## config.mk

```make
export PLATFORM = sky130hd
export DESIGN_NAME = capture_window
export DESIGN_NICKNAME = d
export VERILOG_FILES = /design/src/buffer_pkg.sv /design/src/video_pkg.sv /design/src/capture_window.sv
export VERILOG_INCLUDE_DIRS = /design/src
export SDC_FILE = /design/constraint.sdc
export NUM_CORES = 1
export LEC_CHECK = 0
export ABC_AREA = 1
export CORE_UTILIZATION = 45
export CTS_BUF_LIST = sky130_fd_sc_hd__clkbuf_4 sky130_fd_sc_hd__clkbuf_8 sky130_fd_sc_hd__clkbuf_16
export CTS_CLUSTER_SIZE = 10
export DETAILED_ROUTE_END_ITERATION = 10
export DONT_BUFFER_PORTS = 1
export GPL_TIMING_DRIVEN = 0
export PLACE_DENSITY = 0.69
export SLEW_MARGIN = 30
export SYNTH_ARGS = -nofsm -noshare
export SYNTH_HDL_FRONTEND = slang
export SYNTH_SLANG_ARGS = --single-unit
```

## constraint.sdc

```tcl
create_clock -name clock -period 1.9 [get_ports clock]
set_input_delay 0.38 -clock clock [delete_from_list [all_inputs] [get_ports clock]]
set_output_delay 0.38 -clock clock [all_outputs]
set_load 0.005 [all_outputs]
```

## src/line_capture_config.svh

```systemverilog
`ifndef LINE_CAPTURE_CONFIG_SVH
`define LINE_CAPTURE_CONFIG_SVH

// ============================================================
// line buffer geometry
// ============================================================

`define LC_LINE_WIDTH 640
`define LC_SLOTS 4

// most pixel credits the reader can bank
`define LC_OUT_CREDITS 8

// ============================================================
// capture window
// ============================================================

// first captured column per mode
`define LC_H_START_P 44
`define LC_H_START_D 1

// 480p rows
`define LC_V_END_P 480

// doubled mode, two fields
`define LC_V_FIELD1_END 240
`define LC_V_FIELD2_START 263
`define LC_V_FIELD2_END 504

// start trigger point, row per mode
`define LC_TRIG_X 320
`define LC_TRIG_Y_P 0
`define LC_TRIG_Y_D 1

`endif

```

## src/buffer_pkg.sv

```systemverilog
`default_nettype none

package buffer_pkg;

    // one of the four line slots
    typedef logic [1:0] slot_t;

    // {slot, column[9:0]}
    typedef logic [11:0] buf_addr_t;

    // reader FSM
    typedef enum logic [1:0] {
        RD_IDLE,
        RD_STREAM,
        RD_RELEASE
    } reader_state_e;

endpackage

`default_nettype wire

```

## src/video_pkg.sv

```systemverilog
`default_nettype none

package video_pkg;

    // source timing, picks the capture window
    typedef enum logic {
        MODE_480P,
        MODE_DOUBLED
    } capture_mode_e;

    // R in [23:16], G in [15:8], B in [7:0]
    typedef logic [23:0] pixel_t;

    // source raster counters
    typedef logic [11:0] raster_count_t;

endpackage

`default_nettype wire
```

## src/capture_window.sv

```systemverilog
`timescale 1ns/1ps
`default_nettype none

`include "line_capture_config.svh"

module capture_window (
    input  wire                           clock,
    input  wire                           arst_n,
    input  wire video_pkg::pixel_t        pixel,
    input  wire video_pkg::raster_count_t counter_x,
    input  wire video_pkg::raster_count_t counter_y,
    input  wire video_pkg::capture_mode_e mode,
    input  wire                           slot_credit,
    output logic                          wr_en,
    output buffer_pkg::buf_addr_t         wr_addr,
    output video_pkg::pixel_t             wr_data,
    output logic                          line_written,
    output logic                          line_dropped,
    output logic                          start_trigger
);

    video_pkg::raster_count_t h_start;
    video_pkg::raster_count_t trig_y;
    video_pkg::raster_count_t column;
    logic                     v_active;
    logic                     h_active;
    logic                     active;
    logic                     first_col;
    logic                     last_col;
    logic                     has_free;
    logic                     spend;
    logic [2:0]               free_slots;
    buffer_pkg::slot_t        wr_slot;
    logic                     line_keep;

    // ============================================================
    // window decode
    // ============================================================

    always_comb begin
        if (mode == video_pkg::MODE_DOUBLED) begin
            h_start  = 12'(`LC_H_START_D);
            trig_y   = 12'(`LC_TRIG_Y_D);
            v_active = (counter_y < 12'(`LC_V_FIELD1_END)) ||
                       ((counter_y >= 12'(`LC_V_FIELD2_START)) &&
                        (counter_y < 12'(`LC_V_FIELD2_END)));
        end else begin
            h_start  = 12'(`LC_H_START_P);
            trig_y   = 12'(`LC_TRIG_Y_P);
            v_active = counter_y < 12'(`LC_V_END_P);
        end
    end

    assign column    = counter_x - h_start;
    assign h_active  = (counter_x >= h_start) && (column < 12'(`LC_LINE_WIDTH));
    assign active    = h_active && v_active;
    assign first_col = active && (column == 12'd0);
    assign last_col  = active && (column == 12'(`LC_LINE_WIDTH - 1));

    // keep/drop is decided once, at column 0
    assign has_free  = free_slots != 3'd0;
    assign spend     = first_col && has_free;

    // ============================================================
    // slot accounting and write control
    // ============================================================

    always_ff @(posedge clock or negedge arst_n) begin
        if (!arst_n) begin
            free_slots    <= 3'(`LC_SLOTS);
            wr_slot       <= '0;
            line_keep     <= 1'b0;
            wr_en         <= 1'b0;
            line_written  <= 1'b0;
            line_dropped  <= 1'b0;
            start_trigger <= 1'b0;
        end else begin
            case ({spend, slot_credit})
                2'b10:   free_slots <= free_slots - 3'd1;
                2'b01:   free_slots <= free_slots + 3'd1;
                default: free_slots <= free_slots;
            endcase

            if (first_col) begin
                line_keep <= has_free;
            end else if (last_col) begin
                line_keep <= 1'b0;
            end

            wr_en        <= first_col ? has_free : (active && line_keep);
            line_dropped <= first_col && !has_free;
            line_written <= last_col && line_keep;

            // next kept line goes to the next slot
            if (last_col && line_keep) begin
                wr_slot <= wr_slot + 2'd1;
            end

            start_trigger <= (counter_x == 12'(`LC_TRIG_X)) && (counter_y == trig_y);
        end
    end

    // write payload, one cycle behind the counters
    always_ff @(posedge clock) begin
        wr_addr <= {wr_slot, column[9:0]};
        wr_data <= pixel;
    end

endmodule

`default_nettype wire

```

==> results.md <==
* Status: finished, violations left
* Violated checks: setup timing
* Yosys cell types at 27
* Grt ovf at 0
* R2r setup slk at 0.07 ns
* Initial antenna violation count at 0
* Syn Area/Cell at 8.180 um2
* Fill cells at 358
* Max Fclk at 418.6 MHz
* Diodes inserted at 0
* Power share of the combinational group at 20.4%
* Post-detail-place hpwl at 3.206 mm
* Number of synthesized register bits at 46
* Sequential area share after synthesis at 47.35%
* Number of global-route vias before repair at 1,512
* Req. time, crit path at 2.08 ns
* Min-Delay Path Class: in -> reg
* Clock Sink Count at 46
* # setup viols final at 2
* I/O pin total at 92
* Hold EP: wr_data[9]$_DFF_P_
* Synth cell count leaders: nand2_1, dfxtp_1, nor2_1
* Synth Flop Type: dfxtp_1
* Initial DRC count at 57
* DR vias/cell at 5.058
* Setup ws final at -0.4890 ns
* Crit share post-route at 125.7%
* Area Overhead vs Synth at 29.98%
* Ranking of synthesized cells by area: dfxtp_1, dfrtp_1, nand2_1, nand3_1, nor2_1
* Syn_nets at 310
* Count leader, synth: nand2_1
* RR Startpoint: free_slots[2]$_DFFE_PN1P_
* Drt drc at 0
* DR vias at 1,654
* Register area at 972.2 um2
* Final nets at 333
* Largest net degree at the start of global routing at 15
* Net Switching at 0.6052 mW
* Gr usage total at 17.06%
* Synth Warn # at 0
* Synth top area share at 35.10%
* Critical-path maximum fanout at 7
* RR Endpoint: free_slots[1]$_DFFE_PN0P_
* Met2 routed WL at 2.019 mm
* Final Hold Viols at 0
* Row cnt at 24
* Starting Density at 46.83%
* Critical Path AT at 2.57 ns
* Die ar. at 0.004837 mm2
* Final worst path period need at 2.389 ns
* Layout cells sized above 1 at 35.64%
* R2r worst-path depth at 7
* FFs w/ async S/R, synth at 21.74%
* TritonCTS clock tree: yes
* # Max-Cap Violations at 0
* Worst Hold Path Cells at 0
* Slew @ Worst Pin at 0.4564 ns
* Synth Instances at 251
* Peak supply drop at 0.0003967 V
* Power Density at 856.7 mW/mm2
* Routed length per placed instance at 12.87 um
* Root Driver: clkbuf_8
* Worst Min Path Start: pixel[9]
* Leading area contributor after synthesis: dfxtp_1
* Post-synth EDFFs at 0
* Netlist Area Pre-Place at 0.002053 mm2
* Post-layout util at 60.87%
* Pint at 1.681 mW
* First-pass GRT wire length at 6.582 mm
* Switching share of power at 26.47%
* CP Launch Type: input port
* Pleak at 1.195 nW
* Post-route ant nets at 0
* Final wirelength at 4.208 mm
* RSZ-0062 raised after global routing: true
* CTS clk-pin slew, worst paths at 0.08 ns
* GPL Wtd Cong at 0.8638
* Total CTS buffers at 5
* Reg power frac at 49.1%
* Worst setup EP type: flop
* Core Area at 0.004384 mm2
* Clock power share at 30.5%
* Max Slew Vio Count at 0
* Routed wl met3 at 273 um
* Drt pass-1 iters at 5
* Port Buffers at 0
* DR top layer: met4
* Skew final at 0.007207 ns
* Clk_lat worst skew at 0.29 ns
* Met1 WL at 1.892 mm
* Crit Path Class: in -> reg
* Setup_tns at -0.9317 ns
* Chip width at 69.55 um
* Multi-input logic area at 0.001246 mm2
* Die H at 69.55 um
* Fin Hold WS at 0.1159 ns
* Max Root-Sink Buffers at 2
* H-tree depth at 2
* Slew Limit Headroom at 69.48%
worst max-delay path by stage:
stage                      start                   endpoint  cells past startpoint  slack [ns]
finish                      mode  free_slots[1]$_DFFE_PN0P_                     16       -0.49
global route                mode  free_slots[2]$_DFFE_PN1P_                     16       -0.62
CTS                 counter_x[0]  free_slots[1]$_DFFE_PN0P_                     17       -0.46
detailed placement  counter_x[5]  free_slots[1]$_DFFE_PN0P_                     15       -0.94
global placement            mode  free_slots[1]$_DFFE_PN0P_                     16       -0.91
floorplan           counter_x[2]  free_slots[1]$_DFFE_PN0P_                     16       -0.71
placed cells by master, fill, tap and decap left out, drive strengths merged:
cell,netlist,routed
nand4,9,9
bufinv,0,1
and2,1,1
xor2,4,4
nor4,3,3
o21ai,2,2
xnor2,2,2
ha,6,6
fa,1,1
nor4b,1,1
nor2,37,37
a21oi,2,2
clkbuf,0,6
mux2,1,1
inv,31,32
nand3,27,27
dfxtp,36,36
buf,1,16
dlygate4sd3,0,1
nor3,2,2
dfstp,1,1
nand2,75,75
dfrtp,9,9
worst max-delay path: stages:
cell and delay [ns]:
ha_4 0.32, nand2_4 0.09, inv_1 0.06, nand2_1 0.05, nand2_1 0.10, nand2_2 0.10, nand3_2 0.08, nand2_1 0.06
nand2_2 0.12, nand3_4 0.09, nor2_4 0.12, nand3_4 0.09, ha_4 0.17, inv_4 0.05, fa_2 0.42, mux2_4 0.28
stage by stage:
| step | worst slack [ns] | cells | power [mW] | cell area [um2] |
|---|---|---|---|---|
| 2_1_floorplan | -0.7081 | 251 | 1.418 | 2171 |
| 3_3_place_gp | -0.9097 | 303 | 1.477 | 2236 |
| 3_5_place_dp | -0.9376 | 303 | 1.486 | 2236 |
| 4_1_cts | -0.4635 | 319 | 2.236 | 2499 |
| 5_1_grt | -0.6167 | 327 | 2.415 | 2669 |
| 6_report | -0.4890 | 327 | 2.286 | 2669 |
power groups by stage:
stage                     logic, mW  registers [mW]  clock network (mW)
after floorplan               0.289            1.13                   0
after global placement        0.339            1.14                   0
after detailed placement      0.347            1.14                   0
after CTS                     0.399            1.12               0.720
after global routing          0.517            1.13               0.766
final                         0.468            1.12               0.697
what timing repair did:
action / in CTS / in global routing
resized for setup: 26 / 24
endpoints found under the setup margin: 3 / 4
pin swaps: 22 / 26
buffers inserted: 8 / 8
endpoints found under the hold margin: 10 / 0
hold buffers: 1 / 0
state kept, by name, summed over array words and instances (netlist names):
name and flops:
free_slots 3, line_dropped 1, line_keep 1, line_written 1, start_trigger 1, wr_addr 12
wr_data 24, wr_en 1, wr_slot 2
cells by family (layout without fill, tap and decap cells):
logic type,Yosys count,in the layout,share of synthesized area [%]
AND/OR/NAND/NOR,155,155,37.90
flip-flops,46,46,47.35
buffers and inverters,32,56,6.033
adder cells (fa/ha/maj),7,7,4.631
XOR/XNOR,6,6,2.559
AO/OA/AOI/OAI,4,4,0.9751
multiplexers,1,1,0.5484
final cells by class:
type	instances	area share (%)
multi-input cells	173	46.69
flip-flops and latches	46	36.43
inverters	31	5.204
repair buffers	17	5.016
clock buffers	6	2.860
well taps	52	2.438
clock inverters	2	1.360
layer usage:
metal  global-route usage [%]  up-vias
met5                        0        -
met3                    4.942        2
met2                    27.83       79
met1                    21.31      733
met4                    6.349        0
li1                         -      840
(Power assumes the default switching activity.)
