==> config.mk <==
export PLATFORM = sky130hd
export DESIGN_NAME = line_reader
export DESIGN_NICKNAME = d
export VERILOG_FILES = /design/src/buffer_pkg.sv /design/src/video_pkg.sv /design/src/line_reader.sv
export VERILOG_INCLUDE_DIRS = /design/src
export SDC_FILE = /design/constraint.sdc
export NUM_CORES = 1
export LEC_CHECK = 0
export BUFFER_PORTS_ARGS = -buffer_cell sky130_fd_sc_hd__clkbuf_2
export CAP_MARGIN = 30
export CORE_MARGIN = 1
export CORE_UTILIZATION = 50
export DETAILED_ROUTE_END_ITERATION = 6
export GPL_ROUTABILITY_DRIVEN = 0
export PLACE_DENSITY = 0.82
export SYNTH_ARGS = -nofsm -noshare
export SYNTH_HDL_FRONTEND = slang
export SYNTH_SLANG_ARGS = --single-unit
export TNS_END_PERCENT = 5
==> constraint.sdc <==
create_clock -name clock -period 3.6 [get_ports clock]
set_input_delay 0.72 -clock clock [delete_from_list [all_inputs] [get_ports clock]]
set_output_delay 0.72 -clock clock [all_outputs]
set_load 0.01 [all_outputs]
==> src/line_capture_config.svh <==
`ifndef LINE_CAPTURE_CONFIG_SVH
`define LINE_CAPTURE_CONFIG_SVH

// ============================================================
// line buffer geometry
// ============================================================

`define LC_LINE_WIDTH 640
`define LC_SLOTS 4

// most pixel credits the reader can bank
`define LC_OUT_CREDITS 8

// ============================================================
// capture window
// ============================================================

// first captured column per mode
`define LC_H_START_P 44
`define LC_H_START_D 1

// 480p rows
`define LC_V_END_P 480

// doubled mode, two fields
`define LC_V_FIELD1_END 240
`define LC_V_FIELD2_START 263
`define LC_V_FIELD2_END 504

// start trigger point, row per mode
`define LC_TRIG_X 320
`define LC_TRIG_Y_P 0
`define LC_TRIG_Y_D 1

`endif

==> src/buffer_pkg.sv <==
`default_nettype none

package buffer_pkg;

    // one of the four line slots
    typedef logic [1:0] slot_t;

    // {slot, column[9:0]}
    typedef logic [11:0] buf_addr_t;

    // reader FSM
    typedef enum logic [1:0] {
        RD_IDLE,
        RD_STREAM,
        RD_RELEASE
    } reader_state_e;

endpackage

`default_nettype wire

==> src/video_pkg.sv <==
`default_nettype none

package video_pkg;

    // source timing, picks the capture window
    typedef enum logic {
        MODE_480P,
        MODE_DOUBLED
    } capture_mode_e;

    // R in [23:16], G in [15:8], B in [7:0]
    typedef logic [23:0] pixel_t;

    // source raster counters
    typedef logic [11:0] raster_count_t;

endpackage

`default_nettype wire
==> src/line_reader.sv <==
`timescale 1ns/1ps
`default_nettype none

`include "line_capture_config.svh"

module line_reader (
    input  wire                    clock,
    input  wire                    arst_n,
    input  wire                    line_written,
    input  wire                    out_credit,
    output logic                   rd_en,
    output buffer_pkg::buf_addr_t  rd_addr,
    output logic                   slot_credit,
    output video_pkg::pixel_t      out_data,
    output logic                   out_valid,
    input  wire video_pkg::pixel_t rd_data
);

    buffer_pkg::reader_state_e state;
    logic [2:0]                pending;
    logic [3:0]                credits;
    logic [9:0]                col;
    buffer_pkg::slot_t         rd_slot;
    logic                      take_line;
    logic                      issue;
    logic                      last_read;

    assign take_line = (state == buffer_pkg::RD_IDLE) && (pending != 3'd0);
    assign issue     = (state == buffer_pkg::RD_STREAM) && (credits != 4'd0);
    assign last_read = issue && (col == 10'(`LC_LINE_WIDTH - 1));

    // lines in the same cycle as the last rd_en of a line
    assign slot_credit = state == buffer_pkg::RD_RELEASE;

    // buffer output is already registered
    assign out_data = rd_data;

    // ============================================================
    // line and pixel credit counters
    // ============================================================

    always_ff @(posedge clock or negedge arst_n) begin
        if (!arst_n) begin
            pending <= '0;
            credits <= '0;
        end else begin
            case ({line_written, take_line})
                2'b10:   pending <= pending + 3'd1;
                2'b01:   pending <= pending - 3'd1;
                default: pending <= pending;
            endcase

            // saturate at the credit limit
            case ({out_credit, issue})
                2'b10: begin
                    if (credits != 4'(`LC_OUT_CREDITS)) begin
                        credits <= credits + 4'd1;
                    end
                end
                2'b01:   credits <= credits - 4'd1;
                default: credits <= credits;
            endcase
        end
    end

    // ============================================================
    // reader FSM
    // ============================================================

    always_ff @(posedge clock or negedge arst_n) begin
        if (!arst_n) begin
            state     <= buffer_pkg::RD_IDLE;
            col       <= '0;
            rd_slot   <= '0;
            rd_en     <= 1'b0;
            out_valid <= 1'b0;
        end else begin
            rd_en     <= issue;
            out_valid <= rd_en;

            case (state)
                buffer_pkg::RD_IDLE: begin
                    if (take_line) begin
                        col   <= '0;
                        state <= buffer_pkg::RD_STREAM;
                    end
                end
                buffer_pkg::RD_STREAM: begin
                    // stalls here without credits, col held
                    if (issue) begin
                        col <= col + 10'd1;
                    end
                    if (last_read) begin
                        state <= buffer_pkg::RD_RELEASE;
                    end
                end
                buffer_pkg::RD_RELEASE: begin
                    rd_slot <= rd_slot + 2'd1;
                    state   <= buffer_pkg::RD_IDLE;
                end
                default: state <= buffer_pkg::RD_IDLE;
            endcase
        end
    end

    always_ff @(posedge clock) begin
        rd_addr <= {rd_slot, col};
    end

endmodule

`default_nettype wire

==> metrics.cfg, run 1 <==
[clock_network]
cts.repair.resized=0
cts_setup_buffers=0
numClockSinks=35
insertion_delay_ns=0.34
cts_buffers=5
h-tree-depth=2
cts_tree=yes
cts_hold_buf=0
cts_root_buf=clkbuf_4
clk_pin_slew_ns=0.10
cts_buffer_depth=2

[setup_path]
path_common_cell=xor2_1
cp.arrival_ns=2.57
startpoint_type=flip-flop
cp_top_family=simple AND/OR/NAND/NOR gates
endpoint_kind=flip-flop
path_max_fanout=8
crit_path_max_incr_delay_ns=0.55
path_cells=or3_2 > clkinv_1 > ha_1 > inv_1 > fa_1 > xor2_1 > nor2_1 > xor2_1
cp_slowest_cell=or3_2
required_ns=3.87
critical_path_class=reg2reg
timing.critical_path.buf_inv=2

[min_path]
min_path_type=in2async

[global_route]
gr-usage-all-layers=0.171
grt_pass1_wl_um=4280
antenna_found_initial=0
grt_pass1_vias=985
grt_max_degree=24
globalRouteOverflowTotal=0

[routing]
via_per_inst=5.42
totalWireLength_um=2600
antenna_left=0
dr.pass1.iters=4
drc=0
vias=1063
drt-initial-drc-count=15
routedWlPerCell_um=13.2

[yosys]
synth_cells=157
synth_warnings=0
ys_seq_area_frac=0.495
syn_area_um2=1650
yosysTopAreaCell=dfrtp_1
ys_async_sr_fraction=0.657
synth_edf_count=0
synth_ff_type=dfrtp_1
synth_area_leaders=dfrtp_1 (35%), dfxtp_1 (15%), buf_4 (11%)
netlist.area_leader.share=0.350
avgSynthCellArea_um2=10.5
ys_types=43
ys_seq_elements=35
syn_nets=189

[timing]
min_period_ns=2.29
finalSetupTns_ns=0
rsz0062_at_grt=false
finalSetupViolations=0
worstMarginPinSlew_ns=0.658
slew-limit-headroom=0.557
fin_ws_ns=1.31
period_share=0.637
slew_violations=0
hold_viol=0
max_freq_mhz=436
fin_skew_ns=0.0100
holdWs_ns=0.346

[power_and_ir_drop]
pwr-share-comb=0.303
report.power.total_mw=1.19
powerDensity_nw_per_um2=730
seqPwrFrac=0.514
p_leak_nw=0.753
p_switching_mw=0.420
ir_drop_uv=368
internal-power_mw=0.772
p_sw_frac=0.352
pwr-share-clk=0.182

[job]
cap_violations=0

[placed_design]
place_area_um2=1570
dp_cells=188
port_buffers=18
dp_hpwl_um=1840
place_ws_ns=1.24

[final_layout]
instances_no_fill=196
multi_input_area_um2=587
mostFrequentLayoutCells=dfrtp_1 (23), clkbuf_2 (18), dfxtp_1 (12), nor2_1 (9), nand2_1 (8)
diodes=0
final_util=0.531
fin_nets=183
drive_above_1_share=0.191
fin_area_um2=1630
regArea_um2=816
fillCellCount=272
area_delta_synth_final_pct=-0.760
layout_commonest_cell=dfrtp_1

[die]
dieArea_um2=3530
coreArea_um2=3080
io_pins=67
rows=20
die_w_um=59.4
start_util=0.535
die_h_um=59.4

[status]
outcome=finished, final reports clean

worst paths after layout:
path / from / to / slack (ns) / cells after the start
max: state[1]$_DFFE_PN0P_ / pending[2]$_DFFE_PN0P_ / 1.31 / 8
min: arst_n / pending[2]$_DFFE_PN0P_ / 0.35 / 1
max reg2reg: state[1]$_DFFE_PN0P_ / pending[2]$_DFFE_PN0P_ / 1.31 / 8
min reg2reg: rd_en$_DFF_PN0_ / out_valid$_DFF_PN0_ / 0.39 / 0
max in group asynchronous: arst_n / col[4]$_DFFE_PN0P_ / 2.88 / 1
min in group clock: rd_en$_DFF_PN0_ / out_valid$_DFF_PN0_ / 0.39 / 0
routing by layer:
| layer | up-vias | GRT usage | part of all wire |
|---|---|---|---|
| met5 | - | 0 | 0 |
| met4 | 0 | 0.0952 | 0.023 |
| met3 | 11 | 0.0895 | 0.069 |
| met2 | 37 | 0.263 | 0.46 |
| met1 | 511 | 0.190 | 0.45 |
| li1 | 504 | - | - |
worst reg2reg max path: stages (launching register included):
cell      delay [ns]
dfrtp_1         0.43
or3_2           0.55
clkinv_1        0.19
ha_1            0.22
inv_1           0.06
fa_1            0.37
xor2_1          0.15
nor2_1          0.11
xor2_1          0.15
sequential cells by signal (all words and copies together) (netlist names):
name	count
rd_addr	12
col	10
credits	4
pending	3
rd_slot	2
state	2
out_valid	1
rd_en	1
cell families after synthesis:
kind of cell,share of synthesized area
buf+inv,0.148
xor+xnor,0.0638
compound gates,0.0783
mux,0.0251
simple gates,0.154
fa+ha+maj,0.0350
flops,0.495
cell usage after synthesis (5+ instances only):
cell type	count
dfrtp_1	23
buf_4	24
nand3_1	5
nand2_1	8
o21ai_0	7
nor2_1	9
xnor2_1	5
xor2_1	7
inv_1	6
dfxtp_1	12
cell type report:
cell class,count,share of cell area
clock buffers,7,0.0337
clock inverters,1,0.00306
inverters,7,0.0161
multi-input cells,84,0.359
flip-flops and latches,35,0.499
well taps,44,0.0337
repair buffers,18,0.0551
power groups by stage:
stage,logic [mW],clock network (mW),registers [mW]
floorplan,0.302,0,0.600
global placement,0.346,0,0.608
detailed placement,0.365,0,0.619
CTS,0.365,0.225,0.611
global route,0.411,0.245,0.629
finish,0.362,0.217,0.613
No activity file was read; power rests on OpenSTA's default activity.
==> run 2, diff against run 1 <==
Settings changed: ABC_AREA set to 1, CORE_UTILIZATION 50 to 48, PLACE_DENSITY 0.82 to 0.79.
Clock period 3.6 ns to 2.4 ns, I/O delays scaled along.
==> metrics.cfg, run 2 <==
[setup_path]
required_ns=2.62  ; -1.25 ns
path_max_fanout=10  ; +2
reg2reg_depth=9  ; +1
cp.arrival_ns=2.18  ; -0.39 ns
r2r_start=state[1]$_DFFE_PN0P_
setup.worst_path.start=state[1]$_DFFE_PN0P_
timing.rr.end=pending[2]$_DFFE_PN0P_
critical_path_class=reg2reg
startpoint_type=flip-flop
endpoint_kind=flip-flop
rrSetupSlack_ns=0.44  ; -0.86 ns

[global_route]
grt_pass1_wl_um=3970  ; -7.3%
grt_pass1_vias=950  ; -3.6%
grt_max_degree=24  ; unchanged
globalRouteOverflowTotal=0  ; unchanged
gr-usage-all-layers=0.150  ; -0.0210
antenna_found_initial=0  ; unchanged

[yosys]
synth_ff_type=dfrtp_1
synth_compound_area_frac=0.0581  ; -0.0202
synthMuxAreaShare=0  ; -0.0251
yosys-top-cells-count=buf_4 (24), nand2_1 (24), dfrtp_1 (23)
synth_edf_count=0  ; unchanged
synthSimpleGateAreaFrac=0.228  ; +0.0737
netlist.area_leader.share=0.338  ; -0.0113
synth_xor_area_frac=0.0360  ; -0.0278
synth_warnings=0  ; unchanged
syn_nets=210  ; +11%
syn_area_um2=1700  ; +3.3%
avgSynthCellArea_um2=9.56  ; -8.8%
ys_seq_elements=35  ; unchanged
yosysTopAreaCell=dfrtp_1
synth_area_leaders=dfrtp_1 (34%), dfxtp_1 (14%), buf_4 (11%)
synth_cells=178  ; +13%
synth_top_family_by_area=simple AND/OR/NAND/NOR gates
ys_seq_area_frac=0.479  ; -0.0160
ys_async_sr_fraction=0.657  ; unchanged
synth-adder-area-share=0.0338  ; -0.00113
ys_types=29  ; -33%

[timing]
slew_violations=0  ; unchanged
fin_skew_ns=0.00260  ; -0.00742 ns
finalSetupTns_ns=0  ; unchanged
worstMarginPinSlew_ns=0.570  ; -0.0874 ns
max_freq_mhz=511  ; +17%
hold_viol=0  ; unchanged
rsz0062_at_grt=false
period_share=0.815  ; +0.178
slew-limit-headroom=0.620  ; +0.0623
finalSetupViolations=0  ; unchanged
min_period_ns=1.96  ; -0.338 ns

[clock_network]
cts_root_buf=clkbuf_4
cts.repair.resized=0  ; unchanged
cts_buffers=5  ; unchanged
cts_hold_buf=0  ; unchanged
cts_buffer_depth=2  ; unchanged
numClockSinks=35  ; unchanged
cts_setup_buffers=0  ; unchanged
h-tree-depth=2  ; unchanged
insertion_delay_ns=0.33  ; about the same
cts_tree=yes
clk_pin_slew_ns=0.09  ; about the same

[die]
rows=21  ; +5.0%
dieArea_um2=3790  ; +7.4%
start_util=0.506  ; -0.0290
die_w_um=61.5  ; +3.6%
die_h_um=61.5  ; +3.6%
io_pins=67  ; unchanged
coreArea_um2=3360  ; +9.3%

[final_layout]
area_delta_synth_final_pct=1.03
mostFrequentLayoutCells=nand2_1 (24), dfrtp_1 (23), inv_1 (20), clkbuf_2 (18), dfxtp_1 (12)
top_regs=rd_addr: 12 flops, col: 10 flops, credits: 4 flops
fillCellCount=310  ; +14%
drive_above_1_share=0.261  ; +0.0703
largest_register=rd_addr
layout_commonest_cell=nand2_1
diodes=0  ; unchanged
fin_nets=211  ; +15%
largest_reg_flops=12  ; unchanged

[routing]
dr.pass1.iters=4  ; unchanged
vias=1080  ; +1.6%
antenna_left=0  ; unchanged
drc=0  ; unchanged
drt-initial-drc-count=52  ; +37
via_per_inst=4.78  ; -12%
routedWlPerCell_um=10.5  ; -21%
totalWireLength_um=2370  ; -8.6%

[power_and_ir_drop]
report.power.total_mw=1.87  ; +57%
p_switching_mw=0.718  ; +71%
p_leak_nw=0.884  ; +17%
powerDensity_nw_per_um2=1090  ; +49%
internal-power_mw=1.15  ; +49%
pwr-share-comb=0.363  ; +0.060
pwr-share-clk=0.156  ; -0.026
seqPwrFrac=0.481  ; -0.033
p_sw_frac=0.384  ; +0.0320
ir_drop_uv=422  ; +15%

[job]
cap_violations=0  ; unchanged

[status]
outcome=finished, final reports clean

[min_path]
min_path_type=in2async

[placed_design]
dp_hpwl_um=1770  ; -3.7%
port_buffers=18  ; unchanged

[run 2: area by class of cell]
type / count / area, um2 / share of cell area
multi-input cells: 93 / 606 / 0.352
clock inverters: 1 / 5.00 / 0.00291
well taps: 46 / 57.6 / 0.0335
repair buffers: 18 / 90.1 / 0.0524
flip-flops and latches: 35 / 816 / 0.475
clock buffers: 7 / 45.0 / 0.0262
inverters: 26 / 100 / 0.0582
[run 2: cell families (layout without fill, tap and decap cells)]
| family | Yosys count | in the layout |
|---|---|---|
| adders and majority gates | 4 | 4 |
| DFF | 35 | 35 |
| AOI/OAI and AO/OA | 18 | 18 |
| and+or+nand+nor | 64 | 64 |
| xor gates and xnor gates | 7 | 7 |
| buffers and inverters | 50 | 52 |
[run 2: worst max path at each step]
| stage | to | slack, ns |
|---|---|---|
| 2_1_floorplan | pending[2]$_DFFE_PN0P_ | 0.59 |
| 3_3_place_gp | pending[2]$_DFFE_PN0P_ | 0.52 |
| 3_5_place_dp | pending[2]$_DFFE_PN0P_ | 0.47 |
| 4_1_cts | pending[2]$_DFFE_PN0P_ | 0.44 |
| 5_1_grt | pending[2]$_DFFE_PN0P_ | 0.25 |
| 6_report | pending[2]$_DFFE_PN0P_ | 0.44 |
[run 2: worst max-delay path, cell delays in order, from the launching register on]
cell	delay, ns
dfrtp_1	0.47
inv_2	0.11
nand3_4	0.14
inv_1	0.13
ha_1	0.15
inv_1	0.06
fa_1	0.39
a21oi_1	0.14
o21ai_0	0.10
xor2_1	0.15
[run 2: power by group through the flow]
| stage | combinational [mW] | clock [mW] | sequential [mW] |
|---|---|---|---|
| 6_report | 0.679 | 0.291 | 0.900 |
| 5_1_grt | 0.786 | 0.332 | 0.929 |
| 4_1_cts | 0.686 | 0.300 | 0.900 |
| 3_5_place_dp | 0.682 | 0 | 0.912 |
| 3_3_place_gp | 0.672 | 0 | 0.905 |
| 2_1_floorplan | 0.544 | 0 | 0.915 |
[run 2: layer usage]
layer,share of wire,GRT usage,vias up
li1,-,-,542
met4,0.030,0.108,0
met1,0.46,0.175,497
met5,0,0,-
met3,0.082,0.0777,12
met2,0.43,0.210,29
[run 2: metrics by stage]
step                setup slack [ns]  instances  hold WS [ns]   util  instance area, um2
global placement               0.517        218         0.355  0.496                1670
global route                   0.246        226         0.148  0.511                1720
floorplan                      0.588        178         0.184      -                1700
CTS                            0.441        226         0.135  0.511                1720
finish                         0.443        226         0.121  0.511                1720
detailed placement             0.468        218         0.352  0.496                1670
